$ cat src/design/cxt_pkg.sv
/* shared EQC definitions; only the low EQC_IDX_W bits of a command index select a slot,
   and ICM slots are packed from EQC_ICM_BASE in EQC_ENTRY_BYTES steps */
`default_nettype none

package cxt_pkg;

    // beat and address widths
    localparam int CXT_DATA_W    = 256;
    localparam int CMD_IDX_W     = 32;
    localparam int EQC_IDX_W     = 4;
    localparam int EQC_ENTRY_NUM = 16;
    localparam int EQC_PIECE_NUM = 2;
    localparam int ICM_ADDR_W    = 32;
    localparam int PHY_ADDR_W    = 48;

    // icm layout of the eqc table
    localparam logic [ICM_ADDR_W-1:0] EQC_ICM_BASE    = 32'h0004_0000;
    localparam logic [ICM_ADDR_W-1:0] EQC_ENTRY_BYTES = 32'd64;

    // ceu opcodes
    localparam logic [3:0] OP_MAP_EQC    = 4'h1;
    localparam logic [3:0] OP_WR_EQC_ALL = 4'h2;
    localparam logic [3:0] OP_RD_EQC     = 4'h3;

    // field positions in the second write beat
    localparam int FLD_LOG_SIZE_LSB = 120;
    localparam int FLD_MSIX_LSB     = 128;
    localparam int FLD_PD_LSB       = 160;
    localparam int FLD_LKEY_LSB     = 192;
    // phy address inside a map beat
    localparam int MAP_PHY_LSB      = 0;

    // response status
    localparam logic [1:0] ST_HIT    = 2'd1;
    localparam logic [1:0] ST_MISS   = 2'd2;
    localparam logic [1:0] ST_BAD_OP = 2'd3;

    typedef struct packed {
        logic [3:0]           opcode;
        logic [CMD_IDX_W-1:0] index;
        logic [91:0]          rsvd;
    } ceu_head_t;

    typedef struct packed {
        logic [7:0]  log_size;
        logic [31:0] msix_vector;
        logic [31:0] eq_pd;
        logic [31:0] eq_lkey;
    } eqc_fields_t;

    typedef struct packed {
        logic [EQC_IDX_W-1:0]  index;
        logic [PHY_ADDR_W-1:0] phy_addr;
    } map_set_t;

    typedef struct packed {
        logic                  hit;
        logic [ICM_ADDR_W-1:0] icm_addr;
        logic [PHY_ADDR_W-1:0] phy_addr;
    } map_rsp_t;

    typedef struct packed {
        logic [ICM_ADDR_W-1:0] icm_addr;
        logic [PHY_ADDR_W-1:0] phy_addr;
        eqc_fields_t           fields;
    } cache_set_t;

    typedef struct packed {
        logic                  present;
        logic [PHY_ADDR_W-1:0] phy_addr;
        eqc_fields_t           fields;
    } cache_rd_t;

    typedef struct packed {
        logic [1:0]           status;
        logic [CMD_IDX_W-1:0] index;
        eqc_fields_t          fields;
    } eqc_rsp_t;

    // icm address of an eqc slot
    function automatic logic [ICM_ADDR_W-1:0] eqc_icm_addr(input logic [EQC_IDX_W-1:0] idx);
        return EQC_ICM_BASE + {{(ICM_ADDR_W - EQC_IDX_W){1'b0}}, idx} * EQC_ENTRY_BYTES;
    endfunction

endpackage

`default_nettype wire
$ cat src/design/cxt_mgr_top.sv
/* EQC context manager slice; commands in on cmd_*, responses out on rsp_* */
`default_nettype none

module cxt_mgr_top (
    input  wire                                clk,
    input  wire                                rst,
    input  wire                                cmd_valid,
    input  wire cxt_pkg::ceu_head_t            cmd_head,
    input  wire [cxt_pkg::CXT_DATA_W-1:0]      cmd_data,
    input  wire                                cmd_last,
    output logic                               cmd_ready,
    output logic                               rsp_valid,
    output cxt_pkg::eqc_rsp_t                  rsp,
    input  wire                                rsp_ready
);

    // decode to table / writer / responder
    logic                           map_set_valid;
    cxt_pkg::map_set_t              map_set;
    logic                           wr_start;
    cxt_pkg::ceu_head_t             wr_head;
    logic                           wr_beat_valid;
    logic [cxt_pkg::CXT_DATA_W-1:0] wr_beat_data;
    logic                           wr_beat_ready;
    logic                           wr_busy;
    logic                           rd_req;
    logic [cxt_pkg::CMD_IDX_W-1:0]  rd_index;
    logic                           bad_op;
    logic                           rsp_busy;
    // writer to table and cache
    logic                           map_lookup_valid;
    logic [cxt_pkg::EQC_IDX_W-1:0]  map_lookup_index;
    logic                           map_lookup_ready;
    logic                           map_rsp_valid;
    cxt_pkg::map_rsp_t              map_rsp;
    logic                           map_rsp_ready;
    logic                           cache_set_valid;
    cxt_pkg::cache_set_t            cache_set;
    // responder read port
    logic [cxt_pkg::ICM_ADDR_W-1:0] rd_icm_addr;
    cxt_pkg::cache_rd_t             rd_data;

    ceu_cmd_decode ceu_cmd_decode_i (.*);

    eqc_wr_thread eqc_wr_thread_i (.*);

    icm_addr_map icm_addr_map_i (.*);

    eqc_cache eqc_cache_i (.*);

    eqc_rsp_gen eqc_rsp_gen_i (.*);

endmodule

`default_nettype wire

$ cat src/design/eqc_rsp_gen.sv
/* one response buffered; callers must hold off while rsp_busy is high */
`default_nettype none

module eqc_rsp_gen (
    input  wire                                clk,
    input  wire                                rst,
    input  wire                                rd_req,
    input  wire [cxt_pkg::CMD_IDX_W-1:0]       rd_index,
    input  wire                                bad_op,
    input  wire                                rsp_ready,
    input  wire cxt_pkg::cache_rd_t            rd_data,
    output logic [cxt_pkg::ICM_ADDR_W-1:0]     rd_icm_addr,
    output logic                               rsp_busy,
    output logic                               rsp_valid,
    output cxt_pkg::eqc_rsp_t                  rsp
);

    // cache lookup uses the same icm layout as the table
    assign rd_icm_addr = cxt_pkg::eqc_icm_addr(rd_index[cxt_pkg::EQC_IDX_W-1:0]);
    // busy from the strobe on, so a second command cannot slip in
    assign rsp_busy    = rsp_valid || rd_req || bad_op;

    always_ff @(posedge clk or posedge rst) begin
        if (rst) begin
            rsp_valid <= 1'b0;
        end else if (rd_req || bad_op) begin
            rsp_valid <= 1'b1;
        end else if (rsp_ready) begin
            rsp_valid <= 1'b0;
        end
    end

    // payload only loads on a strobe, so it holds under back-pressure
    always_ff @(posedge clk) begin
        if (rd_req) begin
            rsp.status <= rd_data.present ? cxt_pkg::ST_HIT : cxt_pkg::ST_MISS;
            rsp.index  <= rd_index;
            // miss reports zero fields
            rsp.fields <= rd_data.present ? rd_data.fields : '0;
        end else if (bad_op) begin
            rsp.status <= cxt_pkg::ST_BAD_OP;
            rsp.index  <= rd_index;
            rsp.fields <= '0;
        end
    end

    assert property (@(posedge clk) disable iff (rst)
        rsp_valid && !rsp_ready |=> rsp_valid && $stable(rsp));

endmodule

`default_nettype wire

$ cat src/design/eqc_cache.sv
/* sets always complete in one cycle; the read port is combinational on rd_icm_addr */
`default_nettype none

module eqc_cache (
    input  wire                                clk,
    input  wire                                rst,
    input  wire                                cache_set_valid,
    input  wire cxt_pkg::cache_set_t           cache_set,
    input  wire [cxt_pkg::ICM_ADDR_W-1:0]      rd_icm_addr,
    output cxt_pkg::cache_rd_t                 rd_data
);

    logic [cxt_pkg::EQC_ENTRY_NUM-1:0] present;
    logic [cxt_pkg::PHY_ADDR_W-1:0]    phy_mem [cxt_pkg::EQC_ENTRY_NUM];
    cxt_pkg::eqc_fields_t              fld_mem [cxt_pkg::EQC_ENTRY_NUM];
    logic [cxt_pkg::EQC_IDX_W-1:0]     set_slot;
    logic [cxt_pkg::EQC_IDX_W-1:0]     rd_slot;

    // slot is the offset from the table base in entry units
    function automatic logic [cxt_pkg::EQC_IDX_W-1:0] slot_of(
        input logic [cxt_pkg::ICM_ADDR_W-1:0] addr
    );
        logic [cxt_pkg::ICM_ADDR_W-1:0] off;
        off = (addr - cxt_pkg::EQC_ICM_BASE) / cxt_pkg::EQC_ENTRY_BYTES;
        return off[cxt_pkg::EQC_IDX_W-1:0];
    endfunction

    assign set_slot = slot_of(cache_set.icm_addr);
    assign rd_slot  = slot_of(rd_icm_addr);

    always_ff @(posedge clk or posedge rst) begin
        if (rst) begin
            present <= '0;
        end else if (cache_set_valid) begin
            present[set_slot] <= 1'b1;
        end
    end

    // context storage, overwrite replaces the whole entry
    always_ff @(posedge clk) begin
        if (cache_set_valid) begin
            phy_mem[set_slot] <= cache_set.phy_addr;
            fld_mem[set_slot] <= cache_set.fields;
        end
    end

    assign rd_data.present  = present[rd_slot];
    assign rd_data.phy_addr = phy_mem[rd_slot];
    assign rd_data.fields   = fld_mem[rd_slot];

    // translated addresses land on entry boundaries
    assert property (@(posedge clk) disable iff (rst) cache_set_valid |->
        (cache_set.icm_addr - cxt_pkg::EQC_ICM_BASE) % cxt_pkg::EQC_ENTRY_BYTES == '0);

endmodule

`default_nettype wire

$ cat src/design/icm_addr_map.sv
/* one lookup outstanding; a set becomes visible to a lookup in the following cycle */
`default_nettype none

module icm_addr_map (
    input  wire                                clk,
    input  wire                                rst,
    input  wire                                map_set_valid,
    input  wire cxt_pkg::map_set_t             map_set,
    input  wire                                map_lookup_valid,
    input  wire [cxt_pkg::EQC_IDX_W-1:0]       map_lookup_index,
    input  wire                                map_rsp_ready,
    output logic                               map_lookup_ready,
    output logic                               map_rsp_valid,
    output cxt_pkg::map_rsp_t                  map_rsp
);

    logic [cxt_pkg::PHY_ADDR_W-1:0]   phy_mem [cxt_pkg::EQC_ENTRY_NUM];
    logic [cxt_pkg::EQC_ENTRY_NUM-1:0] ent_valid;
    logic                             lookup_acc;

    // free unless an answer is still waiting
    assign map_lookup_ready = !map_rsp_valid || map_rsp_ready;
    assign lookup_acc       = map_lookup_valid && map_lookup_ready;

    always_ff @(posedge clk or posedge rst) begin
        if (rst) begin
            ent_valid     <= '0;
            map_rsp_valid <= 1'b0;
        end else begin
            if (map_set_valid) ent_valid[map_set.index] <= 1'b1;
            if (lookup_acc) begin
                map_rsp_valid <= 1'b1;
            end else if (map_rsp_ready) begin
                map_rsp_valid <= 1'b0;
            end
        end
    end

    // translation storage
    always_ff @(posedge clk) begin
        if (map_set_valid) phy_mem[map_set.index] <= map_set.phy_addr;
    end

    // answer held until taken
    always_ff @(posedge clk) begin
        if (lookup_acc) begin
            map_rsp.hit      <= ent_valid[map_lookup_index];
            map_rsp.icm_addr <= cxt_pkg::eqc_icm_addr(map_lookup_index);
            map_rsp.phy_addr <= phy_mem[map_lookup_index];
        end
    end

endmodule

`default_nettype wire

$ cat src/design/eqc_wr_thread.sv
/* fields come from the second data beat only; a lookup miss drains both beats and
   leaves the cache untouched */
`default_nettype none

module eqc_wr_thread (
    input  wire                                clk,
    input  wire                                rst,
    input  wire                                wr_start,
    input  wire cxt_pkg::ceu_head_t            wr_head,
    input  wire                                wr_beat_valid,
    input  wire [cxt_pkg::CXT_DATA_W-1:0]      wr_beat_data,
    input  wire                                map_lookup_ready,
    input  wire                                map_rsp_valid,
    input  wire cxt_pkg::map_rsp_t             map_rsp,
    output logic                               wr_beat_ready,
    output logic                               wr_busy,
    output logic                               map_lookup_valid,
    output logic [cxt_pkg::EQC_IDX_W-1:0]      map_lookup_index,
    output logic                               map_rsp_ready,
    output logic                               cache_set_valid,
    output cxt_pkg::cache_set_t                cache_set
);

    typedef enum logic [2:0] {
        S_IDLE,
        S_ADDR_REQ,
        S_ADDR_RSP,
        S_COLLECT,
        S_CACHE_SET
    } state_t;

    state_t                                    state;
    logic [$clog2(cxt_pkg::EQC_PIECE_NUM+1)-1:0] piece_cnt;
    logic                                      beat_acc;
    logic                                      last_beat;
    logic [cxt_pkg::EQC_IDX_W-1:0]             idx_q;
    logic                                      hit_q;
    logic [cxt_pkg::ICM_ADDR_W-1:0]            icm_q;
    logic [cxt_pkg::PHY_ADDR_W-1:0]            phy_q;
    cxt_pkg::eqc_fields_t                      fields_q;

    assign beat_acc  = wr_beat_valid && wr_beat_ready;
    assign last_beat = beat_acc && piece_cnt == cxt_pkg::EQC_PIECE_NUM - 1;

    // handshakes follow the state directly
    assign wr_busy          = state != S_IDLE;
    assign map_lookup_valid = state == S_ADDR_REQ;
    assign map_lookup_index = idx_q;
    assign map_rsp_ready    = state == S_ADDR_RSP;
    assign wr_beat_ready    = state == S_COLLECT;
    assign cache_set_valid  = state == S_CACHE_SET;

    assign cache_set.icm_addr = icm_q;
    assign cache_set.phy_addr = phy_q;
    assign cache_set.fields   = fields_q;

    always_ff @(posedge clk or posedge rst) begin
        if (rst) begin
            state     <= S_IDLE;
            piece_cnt <= '0;
        end else begin
            case (state)
                S_IDLE: begin
                    if (wr_start) begin
                        state     <= S_ADDR_REQ;
                        piece_cnt <= '0;
                    end
                end
                S_ADDR_REQ: if (map_lookup_ready) state <= S_ADDR_RSP;
                S_ADDR_RSP: if (map_rsp_valid) state <= S_COLLECT;
                S_COLLECT: begin
                    if (beat_acc) piece_cnt <= piece_cnt + 1'b1;
                    // miss still consumes every beat
                    if (last_beat) state <= hit_q ? S_CACHE_SET : S_IDLE;
                end
                S_CACHE_SET: state <= S_IDLE;
                default: state <= S_IDLE;
            endcase
        end
    end

    // index, translation result, context fields
    always_ff @(posedge clk) begin
        if (state == S_IDLE && wr_start) idx_q <= wr_head.index[cxt_pkg::EQC_IDX_W-1:0];
        if (state == S_ADDR_RSP && map_rsp_valid) begin
            hit_q <= map_rsp.hit;
            icm_q <= map_rsp.icm_addr;
            phy_q <= map_rsp.phy_addr;
        end
        if (state == S_COLLECT && last_beat) begin
            fields_q.log_size    <= wr_beat_data[cxt_pkg::FLD_LOG_SIZE_LSB +: 8];
            fields_q.msix_vector <= wr_beat_data[cxt_pkg::FLD_MSIX_LSB +: 32];
            fields_q.eq_pd       <= wr_beat_data[cxt_pkg::FLD_PD_LSB +: 32];
            fields_q.eq_lkey     <= wr_beat_data[cxt_pkg::FLD_LKEY_LSB +: 32];
        end
    end

    // cache set follows the final beat directly
    assert property (@(posedge clk) disable iff (rst)
        cache_set_valid |-> piece_cnt == cxt_pkg::EQC_PIECE_NUM && $past(beat_acc));

endmodule

`default_nettype wire

$ cat src/design/ceu_cmd_decode.sv
/* a beat stays on the bus until its owner takes it; one command is in flight at a time */
`default_nettype none

module ceu_cmd_decode (
    input  wire                                clk,
    input  wire                                rst,
    input  wire                                cmd_valid,
    input  wire cxt_pkg::ceu_head_t            cmd_head,
    input  wire [cxt_pkg::CXT_DATA_W-1:0]      cmd_data,
    input  wire                                cmd_last,
    input  wire                                wr_beat_ready,
    input  wire                                wr_busy,
    input  wire                                rsp_busy,
    output logic                               cmd_ready,
    output logic                               map_set_valid,
    output cxt_pkg::map_set_t                  map_set,
    output logic                               wr_start,
    output cxt_pkg::ceu_head_t                 wr_head,
    output logic                               wr_beat_valid,
    output logic [cxt_pkg::CXT_DATA_W-1:0]     wr_beat_data,
    output logic                               rd_req,
    output logic [cxt_pkg::CMD_IDX_W-1:0]      rd_index,
    output logic                               bad_op
);

    typedef enum logic [1:0] {S_IDLE, S_ROUTE, S_DRAIN, S_WAIT_WR} state_t;

    state_t             state;
    state_t             state_nx;
    cxt_pkg::ceu_head_t head_q;
    logic               is_map;
    logic               is_rd;
    logic               is_wr;

    // opcode of the latched header
    assign is_map = head_q.opcode == cxt_pkg::OP_MAP_EQC;
    assign is_rd  = head_q.opcode == cxt_pkg::OP_RD_EQC;
    assign is_wr  = head_q.opcode == cxt_pkg::OP_WR_EQC_ALL;

    // writer sees the header and beats directly
    assign wr_head      = head_q;
    assign wr_beat_data = cmd_data;

    always_comb begin
        state_nx      = state;
        cmd_ready     = 1'b0;
        wr_start      = 1'b0;
        wr_beat_valid = 1'b0;
        case (state)
            S_IDLE: begin
                // header sampled here, beat not taken yet
                if (cmd_valid) state_nx = S_ROUTE;
            end
            S_ROUTE: begin
                if (is_map) begin
                    cmd_ready = 1'b1;
                    if (cmd_valid) state_nx = S_IDLE;
                end else if (is_rd) begin
                    // stall reads while a response is pending
                    cmd_ready = !rsp_busy;
                    if (cmd_valid && !rsp_busy) state_nx = S_IDLE;
                end else if (is_wr) begin
                    wr_start = 1'b1;
                    state_nx = S_WAIT_WR;
                end else begin
                    state_nx = S_DRAIN;
                end
            end
            S_DRAIN: begin
                cmd_ready = !rsp_busy;
                if (cmd_valid && !rsp_busy && cmd_last) state_nx = S_IDLE;
            end
            S_WAIT_WR: begin
                // writer owns the bus until it goes idle
                wr_beat_valid = cmd_valid;
                cmd_ready     = wr_beat_ready;
                if (!wr_busy) state_nx = S_IDLE;
            end
            default: state_nx = S_IDLE;
        endcase
    end

    always_ff @(posedge clk or posedge rst) begin
        if (rst) begin
            state         <= S_IDLE;
            map_set_valid <= 1'b0;
            rd_req        <= 1'b0;
            bad_op        <= 1'b0;
        end else begin
            state         <= state_nx;
            map_set_valid <= state == S_ROUTE && is_map && cmd_valid;
            rd_req        <= state == S_ROUTE && is_rd && cmd_valid && !rsp_busy;
            bad_op        <= state == S_DRAIN && cmd_valid && !rsp_busy && cmd_last;
        end
    end

    // header, map payload and response index
    always_ff @(posedge clk) begin
        if (state == S_IDLE && cmd_valid) head_q <= cmd_head;
        if (state == S_ROUTE && is_map && cmd_valid) begin
            map_set.index    <= head_q.index[cxt_pkg::EQC_IDX_W-1:0];
            map_set.phy_addr <= cmd_data[cxt_pkg::MAP_PHY_LSB +: cxt_pkg::PHY_ADDR_W];
        end
        if (state != S_IDLE) rd_index <= head_q.index;
    end

    // handover only to an idle writer, which then reports busy
    assert property (@(posedge clk) disable iff (rst) wr_start |-> !wr_busy ##1 wr_busy);

endmodule

`default_nettype wire

$ cat config.mk
export PLATFORM = sky130hd
export DESIGN_NAME = cxt_mgr_top
export DESIGN_NICKNAME = d
export VERILOG_FILES = /design/src/design/cxt_pkg.sv /design/src/design/cxt_mgr_top.sv /design/src/design/eqc_rsp_gen.sv /design/src/design/eqc_cache.sv /design/src/design/icm_addr_map.sv /design/src/design/eqc_wr_thread.sv /design/src/design/ceu_cmd_decode.sv
export SDC_FILE = /design/constraint.sdc
export NUM_CORES = 1
export LEC_CHECK = 0
export BUFFER_PORTS_ARGS = -buffer_cell sky130_fd_sc_hd__buf_4
export CORE_AREA = 8 8 395 397
export DETAILED_ROUTE_END_ITERATION = 8
export DIE_AREA = 0 0 403 405
export HOLD_SLACK_MARGIN = 0.15
export PLACE_DENSITY = 0.68
export SLEW_MARGIN = 5
export SYNTH_ARGS = -nofsm -noshare
export SYNTH_HDL_FRONTEND = slang
export SYNTH_SLANG_ARGS = --single-unit
$ cat constraint.sdc
create_clock -name clk -period 12.4 [get_ports clk]
set_clock_uncertainty 0.15 [all_clocks]
set_input_delay 0 -clock clk [delete_from_list [all_inputs] [get_ports clk]]
set_output_delay 0 -clock clk [all_outputs]
set_load 0.1 [all_outputs]
=== Word level (Yosys, flattened, before mapping) ===
Memories as Yosys holds them, arrays and structs flattened.
Index checks and enable logic that the tools add are counted.

* Add/subtract/negate cells: 5
* $lt $le $gt $ge: 6
* Equal/unequal tests: 21
* Mux-type cells: 44
* Bitwise logic cells: 2
* Reductions and logical operators: 36

{| class="wikitable"
|+ Operator list
! kind !! number
|-
| $mux 138 || 2
|-
| $mux 104 || 1
|-
| $or 16x16->16 || 2
|-
| $add 1x10->10 const A || 2
|-
| $lt 4x5->1 const B || 4
|-
| $mux 2 || 10
|-
| $sub 10x1->10 const B || 2
|-
| $logic_and 1x1->1 || 19
|-
| $mux 1 || 18
|-
| $mux 3 || 5
|-
| $pmux 3 s4 || 1
|-
| $reduce_bool 2->1 || 5
|-
| $bmux 1 s4 || 2
|-
| $demux 1 s4 || 2
|-
| $eq 4x2->1 const B || 2
|-
| $ge 4x1->1 const B || 2
|-
| $ne 2x1->1 const B || 4
|-
| $ne 2x2->1 const B || 4
|-
| $pmux 2 s4 || 1
|-
| $eq 3x2->1 const B || 2
|-
| $reduce_and 5->1 || 1
|-
| $eq 2x1->1 const B || 2
|-
| $eq 2x2->1 const B || 2
|-
| $eq 4x1->1 const B || 1
|-
| other kinds (14) || 18
|}

* Flip-flop bits (word level): 384
* Memory bits (writable): 1664
* Input port bits: 389
* Output and inout port bits: 140
* Logic and storage cells: 144
* Memories kept: 1

{| class="wikitable"
|+ Memory list
! memory !! depth !! bits a word !! read ports !! clocked after Yosys merged registers in !! write ports !! line !! text
|-
| eqc_cache_i.fld_mem || 16 || 104 || 1 || 0 || 1 || eqc_cache.sv:15 || <nowiki>cxt_pkg::eqc_fields_t fld_mem [cxt_pkg::EQC_ENTRY_NUM];</nowiki>
|}

=== Depth between registers and ports, before layout ===
Gate-level depths: netlist (run 1).

* Depth after elaboration: 8
* Gate-level depth with buffers: 8
* Gate-level depth less buffers: 6

=== Cells and area by module ===
A second synthesis (run 1) with hierarchy kept.

* Cell total of the unflattened synthesis: 6252
* Area, all modules: 143216.1 µm²

{| class="wikitable"
|+ By module, submodules not included
! module !! times used !! cells each !! area each (µm²) !! seq. area each (µm²)
|-
| eqc_cache || 1 || 3896 || 92093.3 || 73430.4
|-
| icm_addr_map || 1 || 1323 || 31232.5 || 25079.1
|-
| ceu_cmd_decode || 1 || 502 || 8609.5 || 6491.2
|-
| eqc_wr_thread || 1 || 224 || 6017.0 || 5800.6
|-
| eqc_rsp_gen || 1 || 307 || 5263.8 || 4169.0
|}

=== Worst setup path after synthesis (run 1) ===
No wires, ideal clock.

* Path type: reg2reg
* From: reg eqc_wr_thread_i.state[0]
* To: mem eqc_cache_i.fld_mem[0][0] in the netlist's numbering (enable)
* Setup time: 694 ps
* Data arrival time: 8278 ps
* Data required time: 11556 ps
* Slack: 3278 ps
* Cell stages (with the launch flop): 7
* Buffers on the path: 2
* Period minus slack after synthesis: 9122 ps
* Cells stage by stage: dfrtp_1 > clkbuf_1 > nor2_1 > nand2_1 > or3_1 > clkbuf_1 > nor3_1

* Word-level cells in the longest chain between the ends: 3

{| class="wikitable"
|+ RTL lines
! item !! line !! text
|-
| from (decl) || eqc_wr_thread.sv:32 || <nowiki>state_t state;</nowiki>
|-
| from (signal assigned) || eqc_wr_thread.sv:74 || <nowiki>if (last_beat) state <= hit_q ? S_CACHE_SET : S_IDLE;</nowiki>
|-
| $eq 3x3->1 || eqc_wr_thread.sv:51 || <nowiki>assign cache_set_valid = state == S_CACHE_SET;</nowiki>
|-
| $mux 1 || eqc_cache.sv:41 || <nowiki>if (cache_set_valid) begin</nowiki>
|-
| $mux 1 || n/a ||
|-
| to (decl) || eqc_cache.sv:15 ||
|}

No other way between the ends.

=== Worst setup path after layout (run 1) ===
* From: reg ceu_cmd_decode_i.rd_index[2] in the netlist's numbering
* To: reg, netlist name eqc_rsp_gen_i.rsp[15]

* Word-level cells in the longest chain between the ends: 6
* Elaborated cells on any way between the ends: 7
* Classes of those cells: add/sub: 2; mux: 4; memory: 1

{| class="wikitable"
|+ RTL lines
! item !! line !! text
|-
| from (decl) || ceu_cmd_decode.sv:22 || <nowiki>output logic [cxt_pkg::CMD_IDX_W-1:0] rd_index,</nowiki>
|-
| from (signal assigned) || ceu_cmd_decode.sv:104 || <nowiki>if (state != S_IDLE) rd_index <= head_q.index;</nowiki>
|-
| $add 1x10->10 * || cxt_pkg.sv:82 || <nowiki>return EQC_ICM_BASE + {{(ICM_ADDR_W - EQC_IDX_W){1'b0}}, idx} * EQC_ENTRY_BYTES;</nowiki>
|-
| $sub 10x1->10 * || eqc_cache.sv:24 || <nowiki>off = (addr - cxt_pkg::EQC_ICM_BASE) / cxt_pkg::EQC_ENTRY_BYTES;</nowiki>
|-
| $bmux 1 s4 || eqc_cache.sv:47 || <nowiki>assign rd_data.present = present[rd_slot];</nowiki>
|-
| $mux 1 (implied by the code) || eqc_cache.sv:47 ||
|-
| $mux 104 * || eqc_rsp_gen.sv:39 || <nowiki>rsp.fields <= rd_data.present ? rd_data.fields : '0;</nowiki>
|-
| $mux 138 * || eqc_rsp_gen.sv:35 || <nowiki>if (rd_req) begin</nowiki>
|}

Mark *: on every way between the ends. The rest lies on a longest branch, timed or not. The select of a mux whose other input is x is not followed.
A chain may end at the register's enable or synchronous reset.

==> metrics.yaml, run 1 <==
outcome:
  status: "complete, no violations"
critical_path:
  crit_start: "ceu_cmd_decode_i.rd_index[2]$_DFFE_PP_"
  critPathMaxStageDelay_ps: 930
  worstPathArrival_ps: 5430
  crit_fanout: 162
  crit_required_ps: 12770
  path_cells: "buf_12, buf_4, buf_12, buf_4, mux4_2, a22oi_1, a21oi_2"
  setup.worst_path.end_class: "flip-flop"
  critPathKind: "flip-flop to flip-flop"
  reg2reg_from: "ceu_cmd_decode_i.rd_index[2]$_DFFE_PP_"
  start_kind: "flip-flop"
  worst_path_max_delay_cell: "buf_4"
clock_tree:
  htreeDepth: 4
  cts_max_path_buffers: 3
  cts_tree: "built"
  hold_buffers: 290
  cts.repair.resized: 0
  clk_latency_ps: 810
  cts_setup_buffers: 0
  clock-sinks: 2036
  clockRootBuffer: "clkbuf_16"
  cts_buffers: 200
  clk_pin_slew_ps: 60
pwr:
  leakage_nw: 28.3
  ir_drop_v: 0.000146
  power_density_mw_per_mm2: 184
  power_mw: 16.2
finish:
  final_common_cell: "edfxtp_1"
  area_delta_synth_final_pct: 18.8
  multi_input_area_sq_mm: 0.0128
  nFillCells: 10300
  final_cell_mix: "1992 x edfxtp_1, 422 x mux4_2, 327 x buf_4"
  seq_area_sq_mm: 0.0609
  final_nets: 4150
  layout-drive-gt1-share_pct: 29.0
timing:
  hold_violations: 0
  rsz0062_at_grt: "false"
  tns_ps: 0
  tightest_slew_ps: 1340
  finalCriticalPeriod_ps: 5060
  timing.final.crit_share_pct: 40.8
  whs_ps: 267
  fmax_mhz: 198
  slew_headroom_pct: 10.4
  finalSetupViolations: 0
  drv_slew: 0
job:
  maxCapViolCount: 0
global_route:
  use_met3_pct: 5.56
  grt_pass1_vias: 36700
  grt_first_pass_wirelength_mm: 245
  grt_remaining_overflow: 0
  antenna_found_initial: 19
  grt_max_degree: 163
  grtUsageMet2_pct: 32.5
  use_met1_pct: 28.8
  grtUsageTotal_pct: 20.4
  grt.busiest_layer: "met2"
routing:
  wl_per_cell_um: 28.6
  drc: 0
  drtIter0Drc: 3791
  routed_via_density: 5.94
  ant_nets: 0
  drt_wl_total_mm: 168
  dr.pass1.iters: 7
  via_count: 35000
synthesis:
  syn_avg_cell_area_sq_um: 24.1
  synthCells: 3089
  synth_fp_nets: 3479
  netlist-cell-type-count: 45
  syn_area_sq_mm: 0.0744
  yosysWarnings: 0
  synth_edf_count: 1992
  seq_area_frac_synth_pct: 81.9
  ys_ff_latch: 2036
  async_reset_ff_share_pct: 2.16
  ys.flop_type: "edfxtp_1"
placement:
  place_hpwl_mm: 77.6
  globalplace.congestion: 0.715
  port_buffers: 284
die:
  die-area_sq_mm: 0.163
  pin_count: 529
  rows: 142
  start_util_pct: 49.8
  coreArea_sq_mm: 0.149
  die_h_um: 405
  die_w_um: 403
hold_path:
  hold_start: "ceu_cmd_decode_i.wr_head[123]$_DFFE_PP_"
  worst_hold_path_type: "flip-flop to flip-flop"
## kinds of logic after synthesis
kind of cell | share of synthesized area, %
muxes | 12.9
buffers and inverters | 1.03
AOI/OAI and AO/OA | 3.46
and+or+nand+nor | 0.660
adders and majority gates | 0.0168
DFF | 81.9
## final timing paths
path	cells after the start	slack, ps	end
worst max-delay path	7	7340	eqc_rsp_gen_i.rsp[15]$_SDFFCE_PN0P_
worst min-delay path	0	270	ceu_cmd_decode_i.rd_index[31]$_DFFE_PP_
worst max register to register	7	7340	eqc_rsp_gen_i.rsp[15]$_SDFFCE_PN0P_
worst min register to register	0	270	ceu_cmd_decode_i.rd_index[31]$_DFFE_PP_
max in group asynchronous	5	11370	eqc_cache_i.present[4]$_DFFE_PP0P_
min in group asynchronous	5	310	ceu_cmd_decode_i.bad_op$_DFF_PP0_
## registers in the layout (all words and copies together), names as in the netlist
signal	count
eqc_wr_thread_i.state	3
eqc_cache_i.fld_mem	1664
eqc_wr_thread_i.piece_cnt	2
icm_addr_map_i.map_rsp	5
eqc_wr_thread_i.cache_set	104
icm_addr_map_i.map_rsp_valid	1
eqc_cache_i.present	16
ceu_cmd_decode_i.rd_req	1
eqc_wr_thread_i.icm_q	4
eqc_rsp_gen_i.rsp_valid	1
eqc_wr_thread_i.map_lookup_index	4
ceu_cmd_decode_i.bad_op	1
ceu_cmd_decode_i.map_set	4
ceu_cmd_decode_i.map_set_valid	1
ceu_cmd_decode_i.wr_head	36
eqc_wr_thread_i.hit_q	1
ceu_cmd_decode_i.state	2
ceu_cmd_decode_i.rd_index	32
icm_addr_map_i.ent_valid	16
eqc_rsp_gen_i.rsp	138
## cell usage after synthesis, types with 5 or more instances
| cell type | count | area [sq um] |
|---|---|---|
| or2_2 | 14 | 87.6 |
| a21oi_1 | 55 | 275 |
| buf_2 | 50 | 250 |
| clkbuf_1 | 88 | 330 |
| dfrtp_1 | 44 | 1100 |
| nor2_1 | 28 | 105 |
| a22oi_1 | 208 | 1560 |
| buf_1 | 15 | 56.3 |
| inv_1 | 10 | 37.5 |
| buf_6 | 6 | 67.6 |
| o21bai_1 | 14 | 105 |
| mux2i_1 | 6 | 60.1 |
| nor2b_1 | 5 | 31.3 |
| nand2_1 | 17 | 63.8 |
| nand2b_1 | 7 | 43.8 |
| mux4_2 | 422 | 9500 |
| nor3_1 | 7 | 35.0 |
| a21oi_2 | 50 | 438 |
| edfxtp_1 | 1992 | 59800 |
## metrics by stage
stage,instance area [sq um],cells,worst slack (ps),utilization [%]
after floorplan,74400,3089,3280,-
final,88400,5882,7340,59.2
after detailed placement,78900,5212,7260,52.9
after global routing,88300,5873,7090,59.2
after CTS,88300,5871,7210,59.2
after global placement,78900,5212,7240,52.9
## report_power, final
group	switching (mW)	total, mW	internal, mW
clock network	2.55	5.91	3.36
logic	1.54	2.65	1.12
registers	0.0665	7.68	7.61
total	4.15	16.2	12.1
## layout make-up
type | instances | area share (%)
well taps | 1944 | 2.75
clock inverters | 113 | 1.27
clock buffers | 256 | 6.06
flip-flops and latches | 2036 | 68.9
inverters | 10 | 0.0425
multi-input cells | 881 | 14.5
repair buffers | 631 | 6.38
diodes | 11 | 0.0312
## critical path, delay by kind of cell, from the launching register on
family | cells | cell delay [ps]
compound gates | 2 | 430
buf+inv | 4 | 3160
flops | 1 | 420
mux | 1 | 420
## per-layer routing
layer	vias to the layer above	part of all wire, %	wire length, um
met5	-	0.037	62
met4	10	1.6	2710
met3	212	10	17000
met2	1522	48	79900
met1	18600	41	68300
li1	14600	-	-
Note: power is estimated with default switching activity, not from simulation.
==> run 2: changes to the inputs <==
==> constraint.sdc (replaced) <==
create_clock -name clk -period 5.1 [get_ports clk]
set_clock_uncertainty 0.15 [all_clocks]
set_input_delay 0 -clock clk [delete_from_list [all_inputs] [get_ports clk]]
set_output_delay 0 -clock clk [all_outputs]
set_load 0.1 [all_outputs]
==> run 2 against run 1 <==
  * Cell area increased by 0.13%
  * Core utilization is 0.079 points higher
  * Sequential cell count did not move
  * Register-to-register slack got worse by 5500 ps
  * Non-clock buffer count grew 13
  * Global-route usage fell by 0.21 points
  * Routed wire length down 1.0%
  * Sequential share of layout area fell by 0.092 points
  * Clock-buffer cell count decreased by 8
  * Combinational power grew 150%
  * Via count is essentially flat
  * Worst setup slack worse by 5500 ps
  * Highest routed layer unchanged
==> metrics.yaml, run 2 (synthesis gave the netlist of run 1 again) <==
outcome:
  status: "complete, no violations"
critical_path:
  critPathMaxStageDelay_ps: 1020
  path_cells: "nor2b_1, a22o_1, o32a_2, buf_12, a21oi_1"
  crit_fanout: 61
  start_kind: "flip-flop"
  critPathKind: "flip-flop to flip-flop"
  crit_family: "compound AO/OA/AOI/OAI gates"
  worstPathArrival_ps: 3640
  setup.worst_path.end_class: "flip-flop"
  crit_required_ps: 5490
  crit_buf_inv: 1
  worst_path_max_delay_cell: "edfxtp_1"
placement:
  placed_cell_area_sq_mm: 0.0793
  port_buffers: 284
  place_hpwl_mm: 79.1
  pre_cts_ws_ps: 1920
  dp_cells: 5225
  globalplace.congestion: 0.732
die:
  die_h_um: 405
  die_w_um: 403
  die-area_sq_mm: 0.163
  pin_count: 529
  start_util_pct: 49.8
  rows: 142
  coreArea_sq_mm: 0.149
finish:
  layout-drive-gt1-share_pct: 28.7
  final_common_cell: "edfxtp_1"
  seq_area_sq_mm: 0.0609
  nFillCells: 10400
  final_core_util_pct: 59.3
  largest_register: "eqc_cache_i.fld_mem"
  area_delta_synth_final_pct: 19.0
  final_cell_area_sq_mm: 0.0885
  stdcell_count: 5878
  final_cell_mix: "1992 x edfxtp_1, 422 x mux4_2, 319 x buf_4"
  final_nets: 4159
  multi_input_area_sq_mm: 0.0128
  largest_register_ffs: 1664
clock_tree:
  cts_buffers: 196
  htreeDepth: 4
  cts_setup_buffers: 0
  clk_pin_slew_ps: 60
  clock-sinks: 2036
  clk_latency_ps: 810
  clockRootBuffer: "clkbuf_16"
  cts_tree: "built"
  cts_max_path_buffers: 3
job:
  maxCapViolCount: 0
routing:
  via_count: 34900
  routed_via_density: 5.95
  dr.pass1.iters: 5
  ant_nets: 0
  drc: 0
  wl_per_cell_um: 28.3
  drt_wl_total_mm: 166
  drtIter0Drc: 3229
timing:
  rsz0062_at_grt: "false"
  finalSetupViolations: 0
  slew_headroom_pct: 25.5
  setup_ws_ps: 1850
  drv_slew: 0
  tightest_slew_ps: 1120
  timing.final.crit_share_pct: 63.6
  finalCriticalPeriod_ps: 3250
  hold_violations: 0
  fmax_mhz: 308
  tns_ps: 0
global_route:
  grt_max_degree: 136
  grtUsageTotal_pct: 20.2
  grt_first_pass_wirelength_mm: 244
  grt_pass1_vias: 36300
  antenna_found_initial: 11
  grt_remaining_overflow: 0
hold_path:
  worst_hold_path_type: "flip-flop to flip-flop"
pwr:
  power_density_mw_per_mm2: 443
  ir_drop_v: 0.000419
  leakage_nw: 28.3
==> run 2: cell types whose count changed in the layout (fill, tap and decap cells not counted), moves of 6 or more <==
| cell | before | now |
|---|---|---|
| clkinv_1 | 43 | 50 |
| buf_12 | 14 | 35 |
| clkinv_2 | 34 | 28 |
| buf_4 | 327 | 319 |
| clkbuf_8 | 12 | 1 |
==> run 2: through the flow <==
| stage | total power, mW | hold WS (ps) |
|---|---|---|
| after global placement | 25.4 | 28.2 |
| after CTS | 39.5 | 229 |
| after detailed placement | 25.4 | 29.4 |
| final | 39.2 | 267 |
| after global routing | 40.5 | 265 |
| after floorplan | 23.9 | -51.1 |
==> run 2: layout make-up <==
class / count / area share [%]
Multi-Input combinational cell: 881 / 14.5
Inverter: 10 / 0.0424
Tap cell: 1944 / 2.75
Antenna cell: 7 / 0.0198
Clock buffer: 248 / 5.87
Timing Repair Buffer: 644 / 6.78
Sequential cell: 2036 / 68.9
Clock inverter: 108 / 1.16
==> run 2: worst paths after layout <==
path	from	to	slack, ps	cells past startpoint
max	ceu_cmd_decode_i.rd_index[2]$_DFFE_PP_	eqc_rsp_gen_i.rsp[82]$_SDFFCE_PN0P_	1850	5
min	ceu_cmd_decode_i.wr_head[122]$_DFFE_PP_	ceu_cmd_decode_i.rd_index[30]$_DFFE_PP_	270	0
max reg2reg	ceu_cmd_decode_i.rd_index[2]$_DFFE_PP_	eqc_rsp_gen_i.rsp[82]$_SDFFCE_PN0P_	1850	5
min reg2reg	ceu_cmd_decode_i.wr_head[122]$_DFFE_PP_	ceu_cmd_decode_i.rd_index[30]$_DFFE_PP_	270	0
max in group asynchronous	rst	eqc_cache_i.present[14]$_DFFE_PP0P_	4080	5
min in group asynchronous	rst	eqc_cache_i.present[2]$_DFFE_PP0P_	310	5
==> run 2: report_power, final <==
group	switching, mW	leakage (nW)	internal [mW]
clock network	6.06	3.02	7.97
logic	3.73	6.68	2.77
registers	0.186	18.6	18.5
total	9.98	28.3	29.2
==> run 2: repair_timing <==
| action | CTS | global route |
|---|---|---|
| resized for setup | 0 | 0 |
| hold endpoints to repair | 261 | 0 |
| hold buffers | 290 | 0 |
==> run 2: per-layer routing <==
| metal | vias to the layer above | share of wire [%] | global-route usage (%) |
|---|---|---|---|
| met5 | - | 0.016 | 0 |
| met4 | 4 | 1.7 | 4.35 |
| met3 | 205 | 9.1 | 5.14 |
| met2 | 1420 | 46 | 30.9 |
| met1 | 18700 | 43 | 29.9 |
| li1 | 14600 | - | - |
